**config.mk**
```make
export PLATFORM = sky130hd
export DESIGN_NAME = angle_to_pwm
export DESIGN_NICKNAME = d
export VERILOG_FILES = /design/src/design/motor_pkg.sv /design/src/design/ctrl_pkg.sv /design/src/design/angle_delta.sv /design/src/design/step_timer.sv /design/src/design/profile_table.sv /design/src/design/motion_control.sv /design/src/design/angle_to_pwm.sv
export SDC_FILE = /design/constraint.sdc
export NUM_CORES = 1
export LEC_CHECK = 0
export ABC_AREA = 1
export BUFFER_PORTS_ARGS = -buffer_cell sky130_fd_sc_hd__buf_2
export CORE_MARGIN = 3
export CORE_UTILIZATION = 57
export CTS_CLUSTER_SIZE = 40
export DETAILED_ROUTE_END_ITERATION = 8
export PLACE_DENSITY_LB_ADDON = 0.15
export RECOVER_POWER = 25
export SKIP_CTS_REPAIR_TIMING = 1
export SYNTH_ARGS = -nofsm -noshare
export SYNTH_HDL_FRONTEND = slang
export SYNTH_SLANG_ARGS = --single-unit
```
**constraint.sdc**
```tcl
create_clock -name clock -period 2.4 [get_ports clock]
set_input_delay 0.24 -clock clock [delete_from_list [all_inputs] [get_ports clock]]
set_output_delay 0.24 -clock clock [all_outputs]
set_load 0.03 [all_outputs]
```
**src/design/motor_pkg.sv**
```systemverilog
// Numeric widths and constants shared by the motor positioning datapath
// Angles live on a 4096-point circle, ratios are 8-bit PWM high times
package motor_pkg;

    // Encoder and target angle width, one full turn is 2**angle_w points
    parameter int angle_w = 12;

    parameter int ratio_w = 8;          // PWM high time out of 255
    parameter int step_w = 4;           // Profile step index
    parameter int profile_depth = 16;   // Entries in the packed accel profile

    // Dwell counter, wide enough for a 4-bit mantissa shifted by up to 15
    parameter int dwell_w = 24;

    // A move whose distance is at or below this counts as done
    parameter int target_tolerance = 5;

    typedef logic [angle_w-1:0] angle_t;
    typedef logic [ratio_w-1:0] ratio_t;
    typedef logic [step_w-1:0]  step_t;

endpackage

```
**src/design/ctrl_pkg.sv**
```systemverilog
// Control encodings for the motion sequencer
// State and ratio source enums used between the FSM and the ratio table
package ctrl_pkg;

    // Motion phases of one move
    typedef enum logic [2:0] {
        st_idle,        // Waiting for a move request
        st_calc,        // Distance and direction being computed
        st_accel,       // Walking up the profile
        st_cruise,      // Fixed power
        st_decel,       // Walking back down the profile
        st_shutdown     // Zero ratio, waiting for the PWM to take it
    } motion_state_t;

    // Which value the ratio register loads
    typedef enum logic [1:0] {
        src_zero,       // Motor off
        src_profile,    // Profile entry plus offset
        src_cruise      // Cruise power input
    } ratio_src_t;

endpackage

```
**src/design/angle_delta.sv**
```systemverilog
// Shortest circular distance and direction from the current to the target angle
// Results are registered every cycle; calc_valid qualifies them for the FSM
`timescale 1ns/1ps

module angle_delta (
    input  logic              clock,
    input  logic              reset_n,
    input  logic              calc_enable,     // Held high by the FSM while it waits
    input  motor_pkg::angle_t target_angle,
    input  motor_pkg::angle_t current_angle,
    output motor_pkg::angle_t delta_angle,     // Distance along the shorter path
    output logic              dir_shortest,    // 1 = forward, 0 = reverse
    output logic              calc_valid
);

    // Beyond half a turn the reverse path is shorter
    localparam motor_pkg::angle_t half_turn = motor_pkg::angle_t'(1 << (motor_pkg::angle_w - 1));

    motor_pkg::angle_t fwd_diff;    // Forward difference modulo a full turn
    logic              enable_q;    // calc_enable one cycle late

    assign fwd_diff = target_angle - current_angle;

    // Distance and direction track the inputs with one cycle of latency
    always_ff @(posedge clock) begin
        if (fwd_diff > half_turn) begin
            delta_angle  <= motor_pkg::angle_t'(0) - fwd_diff; // Full turn minus forward
            dir_shortest <= 1'b0;
        end else begin
            delta_angle  <= fwd_diff;
            dir_shortest <= 1'b1;
        end
    end

    always_ff @(posedge clock) begin
        if (!reset_n) begin
            enable_q <= 1'b0;
        end else begin
            enable_q <= calc_enable;
        end
    end

    // Registered result is fresh one cycle after enable and drops with it
    assign calc_valid = calc_enable & enable_q;

endmodule

```
**src/design/step_timer.sv**
```systemverilog
// Counts PWM confirmations and ticks once each profile step has dwelt long enough
// The dwell target is a 4-bit mantissa shifted left by a 4-bit exponent
`timescale 1ns/1ps

module step_timer (
    input  logic       clock,
    input  logic       reset_n,
    input  logic       pwm_done,       // Level from the PWM, rises once a ratio is applied
    input  logic       dwell_run,      // Low clears the count
    input  logic [7:0] delay_target,   // [7:4] mantissa, [3:0] shift
    output logic       step_tick
);

    logic                          done_sync;     // Synchroniser stage
    logic                          done_prev;     // Previous synced level
    logic                          done_rise;     // One-cycle pulse per pwm_done rise
    logic [motor_pkg::dwell_w-1:0] dwell_count;
    logic [motor_pkg::dwell_w-1:0] dwell_target;

    assign dwell_target = {{(motor_pkg::dwell_w - 4){1'b0}}, delay_target[7:4]}
                          << delay_target[3:0];

    // Rise pulse lands two cycles after pwm_done goes high
    always_ff @(posedge clock) begin
        if (!reset_n) begin
            done_sync <= 1'b0;
            done_prev <= 1'b0;
            done_rise <= 1'b0;
        end else begin
            done_sync <= pwm_done;
            done_prev <= done_sync;
            done_rise <= done_sync & ~done_prev;   // Ignores a level left high from before
        end
    end

    always_ff @(posedge clock) begin
        if (!reset_n) begin
            dwell_count <= '0;
        end else if (!dwell_run) begin
            dwell_count <= '0;                       // Phase change restarts the dwell
        end else if (done_rise) begin
            if (dwell_count == dwell_target)
                dwell_count <= '0;                   // Step complete
            else
                dwell_count <= dwell_count + 1'b1;
        end
    end

    // Step lasts dwell_target + 1 confirmations
    assign step_tick = dwell_run & done_rise & (dwell_count == dwell_target);

endmodule

```
**src/design/profile_table.sv**
```systemverilog
// PWM ratio register fed from the packed acceleration profile
// Each entry gets the common offset added; the FSM picks zero, profile or cruise
`timescale 1ns/1ps

module profile_table #(
    parameter int profile_depth = 16
) (
    input  logic                                       clock,
    input  logic                                       reset_n,
    input  logic [profile_depth*motor_pkg::ratio_w-1:0] pwm_profile,   // Entry 0 in the low byte
    input  motor_pkg::ratio_t                          profile_offset,
    input  motor_pkg::ratio_t                          cruise_power,
    input  ctrl_pkg::ratio_src_t                       ratio_src,
    input  motor_pkg::step_t                           step_index,
    output motor_pkg::ratio_t                          pwm_ratio
);

    motor_pkg::ratio_t profile_entry [profile_depth];   // Offset already applied
    motor_pkg::ratio_t ratio_next;

    // Unpack and offset every entry, sum wraps at 8 bits
    for (genvar i = 0; i < profile_depth; i++) begin : g_entry
        assign profile_entry[i] = pwm_profile[i*motor_pkg::ratio_w +: motor_pkg::ratio_w]
                                  + profile_offset;
    end

    always_comb begin
        case (ratio_src)
            ctrl_pkg::src_profile: ratio_next = profile_entry[step_index];
            ctrl_pkg::src_cruise:  ratio_next = cruise_power;
            default:               ratio_next = '0;      // Idle, calc and shutdown
        endcase
    end

    // New ratio one cycle after a source or step change
    always_ff @(posedge clock) begin
        if (!reset_n) begin
            pwm_ratio <= '0;
        end else begin
            pwm_ratio <= ratio_next;
        end
    end

endmodule

```
**src/design/motion_control.sv**
```systemverilog
// Move sequencer for the wheel motor
// Runs calc, accel, cruise, decel and shutdown for each angle_update request
// Steps advance only on step_tick from the dwell timer
`timescale 1ns/1ps

module motion_control #(
    parameter int decel_distance = 10,
    parameter int profile_depth  = 16
) (
    input  logic                 clock,
    input  logic                 reset_n,
    input  logic                 angle_update,    // Strobe, starts a move
    input  logic                 abort_angle,     // Level
    input  motor_pkg::angle_t    delta_angle,
    input  logic                 dir_shortest,
    input  logic                 calc_valid,
    input  logic                 step_tick,
    output logic                 calc_enable,
    output logic                 dwell_run,
    output ctrl_pkg::ratio_src_t ratio_src,
    output motor_pkg::step_t     step_index,
    output logic                 pwm_direction,
    output logic                 pwm_update,
    output logic                 pwm_enable,
    output logic                 angle_done
);

    localparam motor_pkg::step_t last_step = motor_pkg::step_t'(profile_depth - 1);
    localparam motor_pkg::angle_t tolerance = motor_pkg::angle_t'(motor_pkg::target_tolerance);
    localparam motor_pkg::angle_t decel_point = motor_pkg::angle_t'(decel_distance);

    ctrl_pkg::motion_state_t state, state_next;
    logic                    move_active;   // Accel through shutdown
    logic                    dwell_phase;   // Phases paced by the dwell timer

    always_comb begin
        state_next = state;
        case (state)
            ctrl_pkg::st_idle: begin
                if (angle_update)
                    state_next = ctrl_pkg::st_calc;
            end
            ctrl_pkg::st_calc: begin
                if (abort_angle)
                    state_next = ctrl_pkg::st_idle;
                else if (calc_valid)
                    state_next = (delta_angle <= tolerance) ? ctrl_pkg::st_idle  // Already there
                                                            : ctrl_pkg::st_accel;
            end
            ctrl_pkg::st_accel: begin
                if (abort_angle)
                    state_next = ctrl_pkg::st_decel;        // Ramp down from current step
                else if (step_tick && step_index == last_step)
                    state_next = ctrl_pkg::st_cruise;
            end
            ctrl_pkg::st_cruise: begin
                if (delta_angle < decel_point)
                    state_next = ctrl_pkg::st_decel;
            end
            ctrl_pkg::st_decel: begin
                if (delta_angle < tolerance)
                    state_next = ctrl_pkg::st_shutdown;
            end
            ctrl_pkg::st_shutdown: begin
                if (step_tick)
                    state_next = ctrl_pkg::st_idle;        // Zero ratio confirmed
            end
            default: state_next = ctrl_pkg::st_idle;
        endcase
    end

    assign dwell_phase = (state == ctrl_pkg::st_accel) || (state == ctrl_pkg::st_decel)
                         || (state == ctrl_pkg::st_shutdown);

    always_ff @(posedge clock) begin
        if (!reset_n) begin
            state         <= ctrl_pkg::st_idle;
            step_index    <= '0;
            pwm_direction <= 1'b0;
            move_active   <= 1'b0;
            angle_done    <= 1'b0;
            dwell_run     <= 1'b0;
        end else begin
            state       <= state_next;
            move_active <= (state_next != ctrl_pkg::st_idle) && (state_next != ctrl_pkg::st_calc);
            angle_done  <= (state == ctrl_pkg::st_shutdown) && (state_next == ctrl_pkg::st_idle);
            // Drops for one cycle on every phase change so each phase dwells from zero
            dwell_run   <= dwell_phase && (state_next == state);

            if (state == ctrl_pkg::st_calc && state_next == ctrl_pkg::st_accel)
                pwm_direction <= dir_shortest;         // Fixed for the whole move

            case (state)
                ctrl_pkg::st_idle, ctrl_pkg::st_calc: step_index <= '0;
                ctrl_pkg::st_accel: begin
                    if (!abort_angle && step_tick && step_index != last_step)
                        step_index <= step_index + 1'b1;
                end
                ctrl_pkg::st_cruise: step_index <= last_step;  // Decel starts at the top
                ctrl_pkg::st_decel: begin
                    if (step_tick && step_index != '0)
                        step_index <= step_index - 1'b1;
                end
                default: step_index <= step_index;
            endcase
        end
    end

    assign calc_enable = (state == ctrl_pkg::st_calc);
    assign pwm_update  = move_active;
    assign pwm_enable  = move_active;

    always_comb begin
        case (state)
            ctrl_pkg::st_accel, ctrl_pkg::st_decel: ratio_src = ctrl_pkg::src_profile;
            ctrl_pkg::st_cruise:                    ratio_src = ctrl_pkg::src_cruise;
            default:                                ratio_src = ctrl_pkg::src_zero;
        endcase
    end

endmodule

```
**src/design/angle_to_pwm.sv**
```systemverilog
// Angle to PWM positioning controller, top level
// Takes a target angle and encoder angle, drives a PWM ratio and direction
// through an accel, cruise and decel profile, then pulses angle_done
`timescale 1ns/1ps

module angle_to_pwm #(
    parameter int decel_distance = 10,                      // Distance where cruise ends
    parameter int profile_depth  = motor_pkg::profile_depth
) (
    input  logic                                        clock,
    input  logic                                        reset_n,
    input  motor_pkg::angle_t                           target_angle,
    input  motor_pkg::angle_t                           current_angle,   // From the encoder
    input  logic                                        pwm_done,
    input  logic                                        angle_update,
    input  logic                                        abort_angle,
    input  logic [7:0]                                  delay_target,    // Dwell per step
    input  motor_pkg::ratio_t                           profile_offset,
    input  motor_pkg::ratio_t                           cruise_power,
    input  logic [profile_depth*motor_pkg::ratio_w-1:0] pwm_profile,
    output logic                                        angle_done,
    output logic                                        pwm_enable,
    output logic                                        pwm_update,
    output motor_pkg::ratio_t                           pwm_ratio,
    output logic                                        pwm_direction
);

    logic                 calc_enable;
    logic                 dwell_run;
    ctrl_pkg::ratio_src_t ratio_src;
    motor_pkg::step_t     step_index;
    motor_pkg::angle_t    delta_angle;
    logic                 dir_shortest;
    logic                 calc_valid;
    logic                 step_tick;

    motion_control #(
        .decel_distance (decel_distance),
        .profile_depth  (profile_depth)
    ) u_motion_control (
        .clock          (clock),
        .reset_n        (reset_n),
        .angle_update   (angle_update),
        .abort_angle    (abort_angle),
        .delta_angle    (delta_angle),
        .dir_shortest   (dir_shortest),
        .calc_valid     (calc_valid),
        .step_tick      (step_tick),
        .calc_enable    (calc_enable),
        .dwell_run      (dwell_run),
        .ratio_src      (ratio_src),
        .step_index     (step_index),
        .pwm_direction  (pwm_direction),
        .pwm_update     (pwm_update),
        .pwm_enable     (pwm_enable),
        .angle_done     (angle_done)
    );

    angle_delta u_angle_delta (
        .clock          (clock),
        .reset_n        (reset_n),
        .calc_enable    (calc_enable),
        .target_angle   (target_angle),
        .current_angle  (current_angle),
        .delta_angle    (delta_angle),
        .dir_shortest   (dir_shortest),
        .calc_valid     (calc_valid)
    );

    step_timer u_step_timer (
        .clock          (clock),
        .reset_n        (reset_n),
        .pwm_done       (pwm_done),
        .dwell_run      (dwell_run),
        .delay_target   (delay_target),
        .step_tick      (step_tick)
    );

    profile_table #(
        .profile_depth  (profile_depth)
    ) u_profile_table (
        .clock          (clock),
        .reset_n        (reset_n),
        .pwm_profile    (pwm_profile),
        .profile_offset (profile_offset),
        .cruise_power   (cruise_power),
        .ratio_src      (ratio_src),
        .step_index     (step_index),
        .pwm_ratio      (pwm_ratio)
    );

endmodule

```
==> Yosys cells after proc, flatten, opt, wreduce, memory -nomap -nowiden <==
Index checks and enable logic that the tools add are counted.
Widths: inputs -> output; s select.
{ "totals": {"ff_bits": 60, "inputBits": 181, "elab_cells": 103} }
{ "op_classes": {"add_sub_neg": 21, "n_lt_le_gt_ge": 5, "n_eq_ne": 15, "n_shift": 1, "n_mux": 21, "bitwise_logic": 6, "reduce_logical": 20} }
{ "op_table": {"columns": ["cell", "count"], "rows": [
  ["$add 8x8->8", 16],
  ["$bmux 8 s4", 1],
  ["$add 24x1->24 const B", 1],
  ["$eq 24x24->1", 1],
  ["$mux 24", 1],
  ["$mux 3", 8],
  ["$shl 4x4->24", 1],
  ["$pmux 3 s6", 1],
  ["$mux 8", 2],
  ["$pmux 4 s4", 1],
  ["$pmux 8 s2", 1],
  ["$gt 12x12->1 const B", 1],
  ["$le 12x3->1 const B", 1],
  ["$lt 12x3->1 const B", 1],
  ["$lt 12x4->1 const B", 1],
  ["$mux 12", 1],
  ["$sub 1x12->12 const A", 1],
  ["$sub 12x12->12", 1],
  ["$eq 3x2->1 const B", 3],
  ["$logic_and 1x1->1", 8],
  ["$mux 4", 2],
  ["$reduce_bool 4->1", 2],
  ["$eq 3x3->1 const B", 2],
  ["$logic_not 3->1", 2],
  ["23 further kinds", 29]
]} }

==> Depth between registers and ports, before layout <==
Gate-level depths: netlist of run 1.
{ "logic_depth": {"depth_word": 9, "mapped_depth": 19} }

==> Hierarchy <==
Synthesis of run 1 repeated with hierarchy kept, for this count alone.
{ "unflattened": {"hier_cells": 1791, "hier_area_um2": 10572.6} }
{ "modules_own_cells": {"columns": ["module", "instances", "cells_per_inst", "area_per_inst_um2", "seq_area_each_um2"], "rows": [
  ["profile_table", 1, 1079, 6291.0, 160.2],
  ["step_timer", 1, 334, 1961.9, 540.5],
  ["angle_delta", 1, 252, 1534.0, 280.3],
  ["motion_control", 1, 126, 785.8, 220.2]
]} }

==> Least setup slack after synthesis of run 1 <==
Ideal clock, no wire load.
{ "synth_path": {"path_type": "input to register", "from": "input current_angle[2]", "to": "register u_angle_delta.delta_angle[6]", "arrival_time_ns": 2.050, "required_ns": 2.287, "slack_ns": 0.238, "cell_stages": 14, "n_path_buf": 1, "path_cell_list": "inv_1 -> ha_1 -> a21oi_2 -> nand2_1 -> or2_1 -> nand2_1 -> inv_2 -> nor2_1 -> nand4_1 -> nor3_2 -> a21oi_2 -> buf_6 -> nand3_1 -> nand2_1"} }
{ "synth_between": {"elab_chain_cells": 3, "elab_cells_between_ends": 4, "cone_classes": "add/sub (2); order compare (1); mux (1)"} }
{ "synth_lines": {"columns": ["item", "line", "source"], "rows": [
  ["start: declaration", "angle_to_pwm.sv:13", "input motor_pkg::angle_t current_angle,"],
  ["$sub 12x12->12 (*)", "angle_delta.sv:22", "assign fwd_diff = target_angle - current_angle;"],
  ["$sub 1x12->12 / $gt 12x12->1 (equally long branches)", "angle_delta.sv:27, angle_delta.sv:26", null],
  ["$mux 12 (*)", "angle_delta.sv:26", "if (fwd_diff > half_turn) begin"],
  ["end signal: assignment", "angle_delta.sv:27", "delta_angle <= motor_pkg::angle_t'(0) - fwd_diff;"],
  ["end signal: assignment", "angle_delta.sv:30", "delta_angle <= fwd_diff;"],
  ["end: declaration", "angle_delta.sv:11", "output motor_pkg::angle_t delta_angle,"]
]} }
Every way passes the cells marked *; elsewhere a longest branch is shown, timed or not.
A chain may end at the register's enable or synchronous reset.

==> Worst setup path after layout of run 1 <==
{ "layout_path": {"from": "register u_step_timer.dwell_count[1] (netlist bit)", "to": "register u_step_timer.dwell_count[22] (netlist bit)"} }
{ "layout_between": {"elab_chain_cells": 2, "elab_cells_between_ends": 3, "cone_classes": "add/sub (1); eq/ne (1); mux (1)"} }
{ "layout_lines": {"columns": ["item", "line", "source"], "rows": [
  ["start: declaration", "step_timer.sv:17", "logic [motor_pkg::dwell_w-1:0] dwell_count;"],
  ["start signal: assignment", "step_timer.sv:45", "dwell_count <= dwell_count + 1'b1;"],
  ["$add 24x1->24 / $eq 24x24->1 (equally long branches)", "step_timer.sv:45, step_timer.sv:42", null],
  ["$mux 24 (*)", "step_timer.sv:42", "if (dwell_count == dwell_target)"]
]} }
Marked as above.

==> key figures, run 1 <==
Timing
  – Final period util: 90.76%
  – Worst Tran Pin Value: 0.5716 ns
  – Post-layout min period: ~2.2 ns
  – Slew Limit Fails: 0
  – Setup TNS: 0 ns
  – Max-slew headroom: 61.90%
  – Fmax: ~0.46 GHz
  – Hold slack: 0.1015 ns
  – Final hold viol count: 0
  – Endpoints failing setup: 0
  – Final Skew: 0.007369 ns
  – RSZ-0062 raised after global routing: false

Logic synthesis
  – Post-synth EDFFs: 0
  – Post-Syn Area: 9639 µm²
  – Synthesized area per cell: between 6 and 7 µm²
  – Commonest cells post-synth: 463 x nand2_1, 162 x inv_1, 161 x nand3_1
  – Most common cell in the synthesized netlist: nand2_1
  – Primary FF master, synth: dfxtp_1
  – Area share of the largest cell type after synthesis: ~18%
  – Dominant cell type by area after synthesis: nand2_1
  – Sequential area share after synthesis: 12.46%
  – Synth unique cells: 59
  – Syn Inst Count: approximately 1.6k
  – Post-synth net total: 1898
  – FFs w/ async S/R, synth: 0%
  – Number of synthesized register bits: 60
  – Leading post-synthesis cells by cell area: nand2_1 18%, ha_1 17%, dfxtp_1 12%
  – Number of synthesis warnings: 0

Min path
  – Hold Crit Class: primary input to flip-flop
  – Worst hold stages: 3

Die
  – # IOs: just under 200
  – Die area: 18510 µm²
  – Site Rows: 46
  – Starting density of the core: 59.39%
  – Die height: 136.0 µm
  – Core region area: around 16000 µm²
  – Die W: 136.0 µm

Critical path
  – Arr. time, crit path: 2.43 ns
  – Critical Path Fanout Max: 5
  – Crit Path Class: flip-flop to flip-flop
  – Crit path max-delay cell type: dfxtp_2
  – Worst reg-to-reg path cell count: 14
  – CP required: 2.65 ns
  – Kind of end point of the critical path: flip-flop
  – Critical path launch point type: flip-flop
  – Cell Chain, Critical Path: ha_1, nand2_1, nor2_1, inv_1, nor2_2, inv_2, nor2_1, nand2_1, nor2_1, nand4_1, nor2_2, nand3_1, xor2_1, nor2_1
  – Worst path most repeated cell: nor2_1
  – Largest stage delay, worst path: 0.38 ns

Drt
  – Vias: 11.21k
  – Vias/cell: about 5.5
  – Post-route DRC: 0
  – Initial DRC count: 750
  – Remaining antenna violation count: 0
  – Routed len/inst: 14.18 µm
  – Pre-antenna DRT Iters: 5
  – Routed WL: 28790 µm

Clocking
  – Maximum clock insertion buffer count: 2
  – Clock latency on the worst-skew pair: 0.33 ns
  – CTS tree: built
  – CTS buffer count: 9
  – TritonCTS Sinks: 60
  – H-tree depth: 3
  – Root buffer cell: clkbuf_16
  – CTS clk-pin slew, worst paths: roughly 0.050 ns

Final layout
  – Core Util, Final: 71.71%
  – Final nets: 2138
  – Share of layout cells above drive strength 1: 17.70%
  – Ant. Diodes: 0
  – Area Overhead vs Synth: 20.74%

Global route
  – Vias in the first global route: 10.34k
  – Initial antenna violation count: 2
  – Largest net degree at the start of global routing: 63
  – Grt total ovfl: 0
  – GRT Util Overall: 30.64%
  – Global-route wire length before repair: 46860 µm

Run status
  – Outcome: finished, final reports clean

Power and ir drop
  – Clock network power share: 28.0%
  – Worst VDD drop: 0.0005203 V
  – Sw Ratio: 38.48%
  – Seq pwr share: 25.6%
  – Pleak: roughly 6.0 nW
  – Internal cell power: approximately 2.7 mW
  – Net Switching: 1.664 mW
  – Comb power frac: between 40% and 50%
  – Pwr dens: 371.5 nW/µm²

Flow run
  – # Max-Cap Violations: 0

Placed design
  – Port bufs: 192
  – Gp weighted congestion: roughly 1.0
  – HPWL Detailed: 23330 µm
==> power groups by stage <==
stage / sequential [mW] / clock [mW] / combinational, mW
finish: 1.10 / 1.21 / 2.01
global route: 1.11 / 1.27 / 2.28
CTS: 1.10 / 1.22 / 1.98
detailed placement: 1.13 / 0 / 1.97
global placement: 1.12 / 0 / 1.93
floorplan: 1.12 / 0 / 1.31
==> final cells by class <==
| class | count | area [µm²] |
|---|---|---|
| tap | 216 | 270.3 |
| clock buffer | 10 | 239.0 |
| inverter | 174 | 655.6 |
| timing repair buffer | 266 | 1590 |
| sequential | 60 | 1205 |
| clock inverter | 6 | 47.55 |
| multi-input combinational | 1298 | 7631 |
| fill | 1477 | 4592 |
==> worst max-delay path, delay by kind of cell (launching register included) <==
kind	cells	cell delay (ns)
xor gates and xnor gates	1	0.15
adders and majority gates	1	0.18
buffers and inverters	2	0.13
DFF	1	0.38
and+or+nand+nor	10	1.26
==> path summary, 6_finish.rpt <==
path	from	endpoint	slack, ns
setup reg to reg	u_step_timer.dwell_count[1]	u_step_timer.dwell_count[22]	0.22
setup / recovery	u_step_timer.dwell_count[1]	u_step_timer.dwell_count[22]	0.22
hold reg to reg	u_step_timer.done_prev	u_step_timer.done_rise	0.39
hold / removal	pwm_done	u_step_timer.done_sync	0.10
==> sequential cells by signal (all words and copies together), names as in the netlist <==
signal and count:
u_angle_delta.dir_shortest 1, u_motion_control.step_index 4, u_angle_delta.delta_angle 12, u_step_timer.done_prev 1, u_motion_control.state 3, u_motion_control.pwm_direction 1, u_step_timer.done_sync 1, u_step_timer.dwell_count 24
u_step_timer.done_rise 1, u_motion_control.pwm_enable 1, u_motion_control.dwell_run 1, u_profile_table.pwm_ratio 8, u_angle_delta.enable_q 1, u_motion_control.angle_done 1
==> layout by cell type (no fill, tap or decap), types with 7 or more instances in the layout <==
cell / Yosys / final
xor2_1: 40 / 40
clkbuf_1: 17 / 13
buf_12: 0 / 7
nand2_1: 463 / 463
nand4_1: 30 / 30
buf_4: 3 / 68
inv_2: 10 / 10
clkbuf_16: 0 / 9
o221ai_1: 20 / 20
o211ai_1: 14 / 14
xnor2_1: 18 / 18
nor3_1: 30 / 30
nor2_1: 135 / 133
dfxtp_1: 60 / 57
ha_1: 130 / 129
nand3_1: 161 / 161
inv_1: 162 / 162
buf_2: 7 / 178
a21oi_1: 116 / 115
o21ai_0: 48 / 47
fa_1: 18 / 16
==> routing by layer <==
layer  global-route usage, %  wire length, µm  vias up
met3                   5.699             2722       73
met1                   40.83            12590     4895
li1                        -                -     5746
met5                       0               21        -
met4                   9.742              841        4
met2                   50.14            12610      487
==> stage by stage <==
step                      power (mW)  cells  instance area [µm²]  setup slack (ns)
after detailed placement       3.098   2014                11350           -0.1176
after global routing           4.658   2030                11640          0.008389
after floorplan                2.427   1569                 9639            0.2376
final                          4.323   2030                11640            0.2218
after CTS                      4.305   2030                11630           0.09636
after global placement         3.056   2014                11350          -0.04562
==> logic make-up (layout without fill, tap and decap cells) <==
family,count (synthesis),count (layout),share of synthesized area (%)
xor gates and xnor gates,59,59,5.439
AOI/OAI and AO/OA,235,235,14.58
buffers and inverters,211,456,8.541
adders and majority gates,148,148,20.61
DFF,60,60,12.46
and+or+nand+nor,856,856,38.37
Power figures use the tool's default switching activity.
==> run 2, diff against run 1 <==
- CORE_MARGIN: 3 -> 4
==> run 2 against run 1 <==
Total power is 0.79% lower. Critical path depth is 2 higher. First-iteration DRC count is 2.5% higher. Critical endpoint is now u_profile_table.pwm_ratio[6]. Critical path type is now primary input to flip-flop. Final area is 0.57% lower. Final cell count is 0.15% lower. Sequential power hardly changed. Highest routed layer is now met4.
==> key figures, run 2 (synthesized netlist as in run 1, its figures left out) <==
Placed design
  – Gp weighted congestion: roughly 0.96
  – Place WS: -0.1275 ns
  – Port bufs: about 190
  – HPWL Detailed: 23300 µm
  – Placed insts: 2011
  – Area of placed instances: 11300 µm²

Flow run
  – # Max-Cap Violations: 0

Drt
  – Vias/cell: ~5.4
  – Routed WL: around 29000 µm
  – Routed len/inst: 14.20 µm
  – Pre-antenna DRT Iters: 5
  – Remaining antenna violation count: 0
  – Vias: approximately 11k
  – Post-route DRC: 0
  – Initial DRC count: between 700 and 800

Timing
  – Post-layout min period: 2.213 ns
  – Setup TNS: 0 ns
  – Slew Limit Fails: 0
  – Worst Tran Pin Value: approximately 0.57 ns
  – Final period util: 92.21%
  – Hold slack: 0.1020 ns
  – Fin worst setup slack: about 0.19 ns
  – Fmax: 0.4519 GHz
  – RSZ-0062 raised after global routing: false
  – Endpoints failing setup: 0
  – Final Skew: 0.006791 ns
  – Final hold viol count: 0
  – Max-slew headroom: 62.23%

Critical path
  – Worst reg-to-reg path cell count: 14
  – Crit path from: profile_offset[0]
  – RR Endpoint: u_step_timer.dwell_count[22]
  – Setup crit end: u_profile_table.pwm_ratio[6]
  – Crit Path Class: primary input to flip-flop
  – Critical Path Fanout Max: 15
  – CP required: 2.60 ns
  – R2r setup slk: 0.20 ns
  – Kind of end point of the critical path: flip-flop
  – Critical path launch point type: primary input
  – Reg2reg start: u_step_timer.dwell_count[1]
  – Arr. time, crit path: 2.42 ns

Power and ir drop
  – Pwr dens: ~370 nW/µm²
  – Worst VDD drop: between 0.0004 and 0.0005 V
  – Pleak: 6.015 nW
  – Pwr Total: 4.289 mW

Die
  – Die W: 138.0 µm
  – Die height: 138.0 µm
  – Core region area: 16580 µm²
  – # IOs: 193
  – Starting density of the core: 58.13%
  – Site Rows: 47
  – Die area: about 19000 µm²

Global route
  – Vias in the first global route: 10.19k
  – Global-route wire length before repair: 47020 µm
  – GRT Util Overall: between 20 and 30%
  – Largest net degree at the start of global routing: 61
  – Initial antenna violation count: 0
  – Grt total ovfl: 0

Min path
  – Min-Delay Startpoint: pwm_done
  – Hold Crit Class: primary input to flip-flop

Clocking
  – Maximum clock insertion buffer count: 2
  – CTS tree: built
  – H-tree depth: 3
  – CTS buffer count: 9
  – TritonCTS Sinks: 60
  – Root buffer cell: clkbuf_16
  – Clock latency on the worst-skew pair: 0.32 ns
  – CTS clk-pin slew, worst paths: 0.06 ns

Final layout
  – Core Util, Final: about 70%
  – Final nets: 2131
  – Largest registers: u_step_timer.dwell_count (24), u_angle_delta.delta_angle (12), u_profile_table.pwm_ratio (8)
  – Ant. Diodes: 0
  – Finished Layout Cells: 2027
  – Most frequent cells in the layout: 463 x nand2_1, 178 x buf_2, 162 x inv_1, 161 x nand3_1, 135 x nor2_1
  – Most common cell after layout, fill and taps aside: nand2_1
  – Number of flip-flops in the largest register: 24
  – Area Overhead vs Synth: 20.05%
  – Final Cell Area: 11570 µm²
  – Share of layout cells above drive strength 1: 17.10%
  – Most flop-heavy register: u_step_timer.dwell_count

Run status
  – Outcome: finished, final reports clean
## run 2: power breakdown
group          total, mW  switching, mW  internal [mW]
clock network       1.19          0.481          0.711
logic               1.99           1.15          0.843
registers           1.10         0.0300           1.07
## run 2: worst min path at each step
stage | to | slack (ns) | cells past startpoint
global route | u_step_timer.done_sync | 0.12 | 3
detailed placement | u_step_timer.done_rise | 0.38 | 1
finish | u_step_timer.done_sync | 0.10 | 3
global placement | u_step_timer.done_rise | 0.37 | 1
floorplan | u_step_timer.done_sync | 0.34 | 2
CTS | u_step_timer.done_sync | 0.09 | 3
## run 2: layer usage
layer / wire length, µm / GRT usage (%) / vias up
li1: - / - / 5729
met3: 2388 / 4.696 / 48
met2: 13170 / 48.90 / 401
met5: 0 / 0 / -
met1: 12650 / 38.47 / 4860
met4: 580 / 7.072 / 0
## run 2: final cells by class
| type | instances | area (µm²) |
|---|---|---|
| Tap cell | 220 | 275.3 |
| Sequential cell | 60 | 1205 |
| Multi-Input combinational cell | 1298 | 7617 |
| Clock inverter | 7 | 56.30 |
| Fill cell | 1600 | 5011 |
| Timing Repair Buffer | 259 | 1538 |
| Inverter | 174 | 655.6 |
| Clock buffer | 9 | 225.2 |
## run 2: worst max-delay path, stage by stage
cell and delay [ns]:
clkbuf_4 0.22, ha_1 0.26, fa_1 0.41, nand3_1 0.11, nand3_1 0.09, nand2_1 0.09, a21oi_1 0.07, nor2_1 0.11
xor2_1 0.16, nand2_1 0.06, nand3_1 0.12, nand3_1 0.13, nand2_1 0.14, nand2_1 0.06, nand2_1 0.08, a21oi_1 0.06
